===== config.mk =====
export PLATFORM = sky130hd
export DESIGN_NAME = irq_subsys_top
export DESIGN_NICKNAME = d
export VERILOG_FILES = /design/src/logic/irq_pkg.sv /design/src/logic/irq_prio_encoder.sv /design/src/logic/irq_int_controller.sv /design/src/logic/irq_trap_csr.sv /design/src/logic/irq_subsys_top.sv
export SDC_FILE = /design/constraint.sdc
export NUM_CORES = 1
export LEC_CHECK = 0
export BUFFER_PORTS_ARGS = -buffer_cell sky130_fd_sc_hd__buf_2
export CORE_MARGIN = 2
export CORE_UTILIZATION = 40
export CTS_BUF_LIST = sky130_fd_sc_hd__clkbuf_2 sky130_fd_sc_hd__clkbuf_4 sky130_fd_sc_hd__clkbuf_8
export DETAILED_ROUTE_END_ITERATION = 10
export PLACE_DENSITY = 0.69
export SLEW_MARGIN = 40
export SYNTH_ARGS = -nofsm -noshare
export SYNTH_HDL_FRONTEND = slang
export SYNTH_SLANG_ARGS = --single-unit

===== constraint.sdc =====
create_clock -name clk_i -period 1.9 [get_ports clk_i]
set_input_delay 0.475 -clock clk_i [delete_from_list [all_inputs] [get_ports clk_i]]
set_output_delay 0.475 -clock clk_i [all_outputs]
set_load 0.01 [all_outputs]

===== src/logic/irq_pkg.sv =====
// Interrupt subsystem definitions

`default_nettype none

package irq_pkg;

  ////////////////////////////////////////////////////////////
  // Widths
  ////////////////////////////////////////////////////////////

  // Largest supported line count
  parameter int unsigned MaxIrqs = 32;
  parameter int unsigned IdWidth = $clog2(MaxIrqs);

  // Interrupt id, one per line
  typedef logic [IdWidth-1:0] irq_id_t;

  ////////////////////////////////////////////////////////////
  // Encodings
  ////////////////////////////////////////////////////////////

  // Controller states, as in the core's handshake
  typedef enum logic [1:0] {
    IRQ_IDLE    = 2'd0,
    IRQ_PENDING = 2'd1,
    IRQ_DONE    = 2'd2
  } irq_state_e;

  // Commands the core may issue
  typedef enum logic [2:0] {
    OP_TAKE    = 3'd0,
    OP_KILL    = 3'd1,
    OP_MRET    = 3'd2,
    OP_SET_MIE = 3'd3,
    OP_CLR_MIE = 3'd4,
    OP_WR_MASK = 3'd5
  } core_op_e;

  ////////////////////////////////////////////////////////////
  // Bundles
  ////////////////////////////////////////////////////////////

  // Request or taken event
  typedef struct packed {
    logic    valid;
    irq_id_t id;
  } irq_req_t;

  // Core command, data only meaningful for OP_WR_MASK
  typedef struct packed {
    core_op_e           op;
    logic [MaxIrqs-1:0] data;
  } core_cmd_t;

  // Machine status seen by the core
  typedef struct packed {
    logic    mie;
    logic    mpie;
    irq_id_t mcause;
  } status_t;

endpackage

`default_nettype wire


===== src/logic/irq_prio_encoder.sv =====
// Interrupt line priority encoder

`default_nettype none

module irq_prio_encoder #(
  parameter int unsigned NumIrqs = 32
) (
  input  wire logic                 clk_i,
  input  wire logic                 rst_ni,
  // Level-sensitive lines and per-line mask
  input  wire logic [NumIrqs-1:0]   irq_i,
  input  wire logic [NumIrqs-1:0]   mask_i,
  // Registered candidate toward the controller
  output irq_pkg::irq_req_t         cand_o
);

  logic [NumIrqs-1:0] active;
  irq_pkg::irq_req_t  cand_d;
  irq_pkg::irq_req_t  cand_q;

  // Only unmasked lines compete
  assign active = irq_i & mask_i;

  ////////////////////////////////////////////////////////////
  // Lowest index wins
  ////////////////////////////////////////////////////////////

  always_comb begin
    cand_d.valid = |active;
    cand_d.id    = '0;
    // Scan downward so the last hit is the lowest set bit
    for (int i = NumIrqs - 1; i >= 0; i--) begin
      if (active[i]) begin
        cand_d.id = irq_pkg::irq_id_t'(i);
      end
    end
  end

  // One cycle of latency, clean request for the FSM
  always_ff @(posedge clk_i or negedge rst_ni) begin
    if (!rst_ni) begin
      cand_q <= '0;
    end else begin
      cand_q <= cand_d;
    end
  end

  assign cand_o = cand_q;

endmodule

`default_nettype wire


===== src/logic/irq_int_controller.sv =====
// Interrupt controller FSM

`default_nettype none

module irq_int_controller (
  input  wire logic          clk_i,
  input  wire logic          rst_ni,
  // Candidate from the encoder
  input  irq_pkg::irq_req_t  cand_i,
  // Global enable from the trap block
  input  wire logic          mie_i,
  // One-cycle pulses from the trap block
  input  wire logic          take_i,
  input  wire logic          kill_i,
  // Offered interrupt and taken event
  output irq_pkg::irq_req_t  pend_o,
  output irq_pkg::irq_req_t  taken_o
);

  irq_pkg::irq_state_e state_d;
  irq_pkg::irq_state_e state_q;
  irq_pkg::irq_id_t    id_d;
  irq_pkg::irq_id_t    id_q;

  ////////////////////////////////////////////////////////////
  // State and latched id
  ////////////////////////////////////////////////////////////

  always_ff @(posedge clk_i or negedge rst_ni) begin
    if (!rst_ni) begin
      state_q <= irq_pkg::IRQ_IDLE;
      id_q    <= '0;
    end else begin
      state_q <= state_d;
      id_q    <= id_d;
    end
  end

  ////////////////////////////////////////////////////////////
  // Next state
  ////////////////////////////////////////////////////////////

  always_comb begin
    state_d = state_q;
    id_d    = id_q;
    unique case (state_q)
      irq_pkg::IRQ_IDLE: begin
        // Latch only while globally enabled
        if (cand_i.valid && mie_i) begin
          state_d = irq_pkg::IRQ_PENDING;
          id_d    = cand_i.id;
        end
      end
      irq_pkg::IRQ_PENDING: begin
        // Take wins over kill, id held stable
        if (take_i) begin
          state_d = irq_pkg::IRQ_DONE;
        end else if (kill_i) begin
          state_d = irq_pkg::IRQ_IDLE;
        end
      end
      irq_pkg::IRQ_DONE: begin
        state_d = irq_pkg::IRQ_IDLE;
      end
      default: begin
        state_d = irq_pkg::IRQ_IDLE;
      end
    endcase
  end

  // Request visible only while pending
  assign pend_o.valid  = (state_q == irq_pkg::IRQ_PENDING);
  assign pend_o.id     = id_q;

  // Taken event fires on the edge that enters done
  assign taken_o.valid = (state_q == irq_pkg::IRQ_PENDING) && take_i;
  assign taken_o.id    = id_q;

endmodule

`default_nettype wire


===== src/logic/irq_trap_csr.sv =====
// Trap and status registers

`default_nettype none

module irq_trap_csr #(
  parameter int unsigned NumIrqs = 32
) (
  input  wire logic                clk_i,
  input  wire logic                rst_ni,
  // Four-phase command port from the core
  input  wire logic                cmd_req_i,
  input  irq_pkg::core_cmd_t       cmd_i,
  output logic                     cmd_ack_o,
  // From the controller
  input  irq_pkg::irq_req_t        pend_i,
  input  irq_pkg::irq_req_t        taken_i,
  // To the controller and encoder
  output logic                     take_o,
  output logic                     kill_o,
  output logic                     mie_o,
  output logic [NumIrqs-1:0]       mask_o,
  // Toward the core
  output logic                     trap_req_o,
  output irq_pkg::irq_id_t         trap_id_o,
  output irq_pkg::status_t         status_o
);

  logic               ack_q;
  logic               cmd_new;
  logic               take_q;
  logic               kill_q;
  logic               mie_q;
  logic               mpie_q;
  irq_pkg::irq_id_t   mcause_q;
  logic [NumIrqs-1:0] mask_q;

  ////////////////////////////////////////////////////////////
  // Handshake
  ////////////////////////////////////////////////////////////

  // Request seen with ack still low, runs once
  assign cmd_new = cmd_req_i && !ack_q;

  // Ack follows req one edge later, both ways
  always_ff @(posedge clk_i or negedge rst_ni) begin
    if (!rst_ni) begin
      ack_q  <= 1'b0;
      take_q <= 1'b0;
      kill_q <= 1'b0;
    end else begin
      ack_q  <= cmd_req_i;
      // Single-cycle pulses toward the FSM
      take_q <= cmd_new && (cmd_i.op == irq_pkg::OP_TAKE);
      kill_q <= cmd_new && (cmd_i.op == irq_pkg::OP_KILL);
    end
  end

  ////////////////////////////////////////////////////////////
  // Status registers
  ////////////////////////////////////////////////////////////

  always_ff @(posedge clk_i or negedge rst_ni) begin
    if (!rst_ni) begin
      mie_q    <= 1'b0;
      mpie_q   <= 1'b0;
      mcause_q <= '0;
    end else if (taken_i.valid) begin
      // Trap entry, overrides any enable write
      mcause_q <= taken_i.id;
      mpie_q   <= mie_q;
      mie_q    <= 1'b0;
    end else if (cmd_new) begin
      case (cmd_i.op)
        irq_pkg::OP_MRET: begin
          mie_q  <= mpie_q;
          mpie_q <= 1'b1;
        end
        irq_pkg::OP_SET_MIE: mie_q <= 1'b1;
        irq_pkg::OP_CLR_MIE: mie_q <= 1'b0;
        default: ;
      endcase
    end
  end

  // Mask comes up fully open
  always_ff @(posedge clk_i or negedge rst_ni) begin
    if (!rst_ni) begin
      mask_q <= '1;
    end else if (cmd_new && (cmd_i.op == irq_pkg::OP_WR_MASK)) begin
      mask_q <= cmd_i.data[NumIrqs-1:0];
    end
  end

  // Outputs
  assign cmd_ack_o       = ack_q;
  assign take_o          = take_q;
  assign kill_o          = kill_q;
  assign mie_o           = mie_q;
  assign mask_o          = mask_q;
  assign trap_req_o      = pend_i.valid;
  assign trap_id_o       = pend_i.id;
  assign status_o.mie    = mie_q;
  assign status_o.mpie   = mpie_q;
  assign status_o.mcause = mcause_q;

endmodule

`default_nettype wire


===== src/logic/irq_subsys_top.sv =====
// Interrupt subsystem top level

`default_nettype none

module irq_subsys_top #(
  parameter int unsigned NumIrqs = 32
) (
  input  wire logic                clk_i,
  input  wire logic                rst_ni,
  // External interrupt lines
  input  wire logic [NumIrqs-1:0]  irq_i,
  // Core command port
  input  wire logic                cmd_req_i,
  input  irq_pkg::core_cmd_t       cmd_i,
  output logic                     cmd_ack_o,
  // Trap request and status to the core
  output logic                     trap_req_o,
  output irq_pkg::irq_id_t         trap_id_o,
  output irq_pkg::status_t         status_o
);

  ////////////////////////////////////////////////////////////
  // Internal nets
  ////////////////////////////////////////////////////////////

  irq_pkg::irq_req_t  cand;
  irq_pkg::irq_req_t  pend;
  irq_pkg::irq_req_t  taken;
  logic               take;
  logic               kill;
  logic               mie;
  logic [NumIrqs-1:0] mask;

  // Line masking and selection
  irq_prio_encoder #(
    .NumIrqs (NumIrqs)
  ) u_encoder (
    .clk_i  (clk_i),
    .rst_ni (rst_ni),
    .irq_i  (irq_i),
    .mask_i (mask),
    .cand_o (cand)
  );

  // Pending and done handshake
  irq_int_controller u_controller (
    .clk_i   (clk_i),
    .rst_ni  (rst_ni),
    .cand_i  (cand),
    .mie_i   (mie),
    .take_i  (take),
    .kill_i  (kill),
    .pend_o  (pend),
    .taken_o (taken)
  );

  // Command decode and status
  irq_trap_csr #(
    .NumIrqs (NumIrqs)
  ) u_trap_csr (
    .clk_i      (clk_i),
    .rst_ni     (rst_ni),
    .cmd_req_i  (cmd_req_i),
    .cmd_i      (cmd_i),
    .cmd_ack_o  (cmd_ack_o),
    .pend_i     (pend),
    .taken_i    (taken),
    .take_o     (take),
    .kill_o     (kill),
    .mie_o      (mie),
    .mask_o     (mask),
    .trap_req_o (trap_req_o),
    .trap_id_o  (trap_id_o),
    .status_o   (status_o)
  );

endmodule

`default_nettype wire


==> flow_metrics.tcl <==
set metrics [dict create \
    hold_violation_count_in_the_final_report 0 \
    cts.reportedPaths.clkPinSlew_ns 0.10 \
    dpl.hpwl_um 4240 \
    final_net_count 374 \
    setup_viol 0 \
    final_layout_size_suffix_gt1_share_pct 56.7 \
    synth.top_cells.by_area "sky130_fd_sc_hd__dfstp_2 (31%), sky130_fd_sc_hd__dfrtp_1 (21%), sky130_fd_sc_hd__mux2_4 (16%)" \
    design.die.area_um2 7520 \
    cts_resized 0 \
    syn2layout_area_growth_pct 20.6 \
    cells_along_the_critical_path "a22o_1, and3b_1, nand2_1, nor3_1, or3b_1" \
    route.antenna.remaining_nets 0 \
    period_share_pct 89.3 \
    synth.top_cell.area_share_pct 30.7 \
    synth-main-ff-cell "sky130_fd_sc_hd__dfstp_2" \
    cp-start-kind "flip-flop" \
    post_syn_nets 288 \
    leakage_uw 0.00166 \
    io-pin-count 84 \
    diodes 0 \
    clock_latency_ns 0.31 \
    outcome "complete, no violations" \
    first_iter_violations 55 \
    synth-edff-count 0 \
    fin_area_um2 3300 \
    setup.worst_path.end_class "flip-flop" \
    routed-wl-met2_um 2740 \
    slew-limit-headroom_pct 74.3 \
    yosys.cell_count.top_type "sky130_fd_sc_hd__nand2_1" \
    critPathRequiredTime_ns 2.10 \
    first_global_vias 2033 \
    dpl-instance-area_um2 3210 \
    routed_length_per_placed_instance_um 14.3 \
    synth-seq-area-share_pct 51.8 \
    power-per-cell-area_nw_per_um2 1080 \
    cts_root_buffer "sky130_fd_sc_hd__clkbuf_8" \
    setup_buffers_after_cts 0 \
    cts-buffers-inserted 5 \
    ys_top_cells_by_count "sky130_fd_sc_hd__nand2_1 (37), sky130_fd_sc_hd__dfstp_2 (32), sky130_fd_sc_hd__mux2_4 (30)" \
    grt_overflow 0 \
    arrival_ns 1.90 \
    nFillCells 611 \
    vdd_drop_max_v 0.000468 \
    clock_tree.htree_level_count 2 \
    routability_congestion_estimate_from_global_placement 0.762 \
    met1_routed_wirelength_after_detailed_routing_um 2450 \
    total_of_flip_flops_plus_latches_after_synthesis 55 \
    port_buffers 83 \
    cts_hold_buf 0 \
    timing_worst_setup_path_type "reg2reg" \
    cts_tree "built" \
    synth_area_per_cell_um2 12.6 \
    topRoutingLayerUsed "met4" \
    pre_antenna_drt_iters 4 \
    placement_rows 30 \
    grt_pass1_wl_um 9080 \
    route.vias.total 1992 \
    netlist_instances 218 \
    die_h_um 86.7 \
    detail_route.drc_violations 0 \
    synth_area_leader_cell "sky130_fd_sc_hd__dfstp_2" \
    initial_utilization_pct 40.7 \
    finalWorstPathRequiredPeriod_ns 1.70 \
    die_width_um 86.7 \
    crit_family "simple AND/OR/NAND/NOR gates" \
    tns_ns 0 \
    totalWireLength_um 5510 \
    global_route.usage.total_pct 15.3 \
    whs_ns 0.133 \
    critPathMaxFanout 3 \
    power_total_uw 3560 \
    max_freq_mhz 589 \
    clock-sinks 55 \
    critical_path.max_stage_delay_ns 0.39 \
    path_depth 5 \
    r2r_cells 5 \
    ys_types 34 \
    avgViaCountPerCell 5.17 \
    clock_path_buffers 2 \
    final_max_slew_viol_count 0 \
    syn_area_um2 2740 \
    core_um2 6720 \
    synthesis.yosys.warnings 0 \
    cap_violations 0 \
    grt_antenna_before_repair 0 \
    synth-async-reset-ratio_pct 100 \
    hold_path.class "in2async" \
    clock_skew_ns 0.00381 \
    worst_path_max_delay_cell "sky130_fd_sc_hd__dfstp_2" \
    largest_net_degree_at_the_start_of_global_routing 56 \
    route.met3.wl_um 269 \
    worst-slew-pin-transition_ns 0.381 \
    rsz0062_at_grt "no" \
    cp.buffers_inverters 0 \
]
## metrics by stage
| step | utilization (%) | cells | setup WS (ns) |
|---|---|---|---|
| after CTS | 49.1 | 385 | 0.212 |
| after detailed placement | 47.7 | 377 | 0.00392 |
| final | 49.1 | 385 | 0.204 |
| after floorplan | - | 218 | 0.231 |
| after global routing | 49.1 | 385 | 0.129 |
| after global placement | 47.7 | 377 | 0.0253 |
## logic make-up (layout without fill, tap and decap cells)
logic type             after synthesis  after routing  share of synthesized area (%)
DFF                                 55             55                           51.8
and+or+nand+nor                     68             68                           11.4
muxes                               42             42                           21.4
buffers and inverters               13            100                           4.80
AOI/OAI and AO/OA                   40             40                           10.6
## cell usage in the layout, fill, tap and decap left out, types with 2 or more instances in the layout
| cell | n |
|---|---|
| sky130_fd_sc_hd__nand2_1 | 37 |
| sky130_fd_sc_hd__or3b_1 | 2 |
| sky130_fd_sc_hd__nor2_1 | 7 |
| sky130_fd_sc_hd__o21ai_0 | 4 |
| sky130_fd_sc_hd__a221oi_1 | 2 |
| sky130_fd_sc_hd__dfrtp_1 | 23 |
| sky130_fd_sc_hd__a21oi_1 | 6 |
| sky130_fd_sc_hd__mux2_2 | 12 |
| sky130_fd_sc_hd__nor3_1 | 6 |
| sky130_fd_sc_hd__a31oi_1 | 4 |
| sky130_fd_sc_hd__a32o_1 | 2 |
| sky130_fd_sc_hd__buf_4 | 5 |
| sky130_fd_sc_hd__buf_12 | 2 |
| sky130_fd_sc_hd__nor2b_1 | 3 |
| sky130_fd_sc_hd__inv_1 | 2 |
| sky130_fd_sc_hd__a22o_1 | 3 |
| sky130_fd_sc_hd__a211oi_1 | 2 |
| sky130_fd_sc_hd__nor4_1 | 2 |
| sky130_fd_sc_hd__inv_6 | 2 |
| sky130_fd_sc_hd__a32oi_1 | 3 |
| sky130_fd_sc_hd__dfstp_2 | 32 |
| sky130_fd_sc_hd__mux2_4 | 30 |
| sky130_fd_sc_hd__a22oi_1 | 9 |
| sky130_fd_sc_hd__buf_2 | 83 |
| sky130_fd_sc_hd__clkbuf_8 | 5 |
| sky130_fd_sc_hd__nand3_1 | 5 |
## worst paths after layout
check | slack (ns) | start | end
setup reg to reg | 0.20 | u_trap_csr.mask_o[30]$_DFFE_PN1P_ | u_encoder.cand_o[5]$_DFF_PN0_
min in group clk_i | 0.28 | cmd_req_i | u_trap_csr.cmd_ack_o$_DFF_PN0_
setup / recovery | 0.20 | u_trap_csr.mask_o[30]$_DFFE_PN1P_ | u_encoder.cand_o[5]$_DFF_PN0_
max in group asynchronous | 1.46 | rst_ni | u_trap_csr.mask_o[27]$_DFFE_PN1P_
hold / removal | 0.13 | rst_ni | u_trap_csr.mpie_q$_DFFE_PN0P_
hold reg to reg | 0.49 | u_encoder.cand_o[0]$_DFF_PN0_ | u_controller.id_q[0]$_DFFE_PN0P_
## area by class of cell
cell class                 count  area [um^2]  share of cell area [%]
inverter                       2         7.51                   0.227
clock buffer                   5         68.8                    2.08
multi-input combinational    150         1190                    36.0
tap                           80          100                    3.03
sequential                    55         1420                    42.9
timing repair buffer          90          493                    14.9
clock inverter                 3         26.3                   0.796
## per-layer routing
metal	vias to the layer above	global-route usage, %
li1	968	-
met1	956	19.6
met2	62	26.3
met3	6	4.00
met4	0	2.98
met5	-	0
## report_power, final
part	switching [uW]	total (uW)	internal, uW
clock	412	684	272
sequential	203	1800	1600
combinational	465	1070	609
## registers in the layout (all words and copies together), names as in the netlist
signal	flops
u_trap_csr.take_o	1
u_trap_csr.mie_o	1
u_encoder.cand_o	6
u_trap_csr.mask_o	32
u_trap_csr.cmd_ack_o	1
u_controller.state_q	2
u_controller.id_q	5
u_trap_csr.mcause_q	5
u_trap_csr.kill_o	1
u_trap_csr.mpie_q	1
Power figures use the tool's default switching activity.
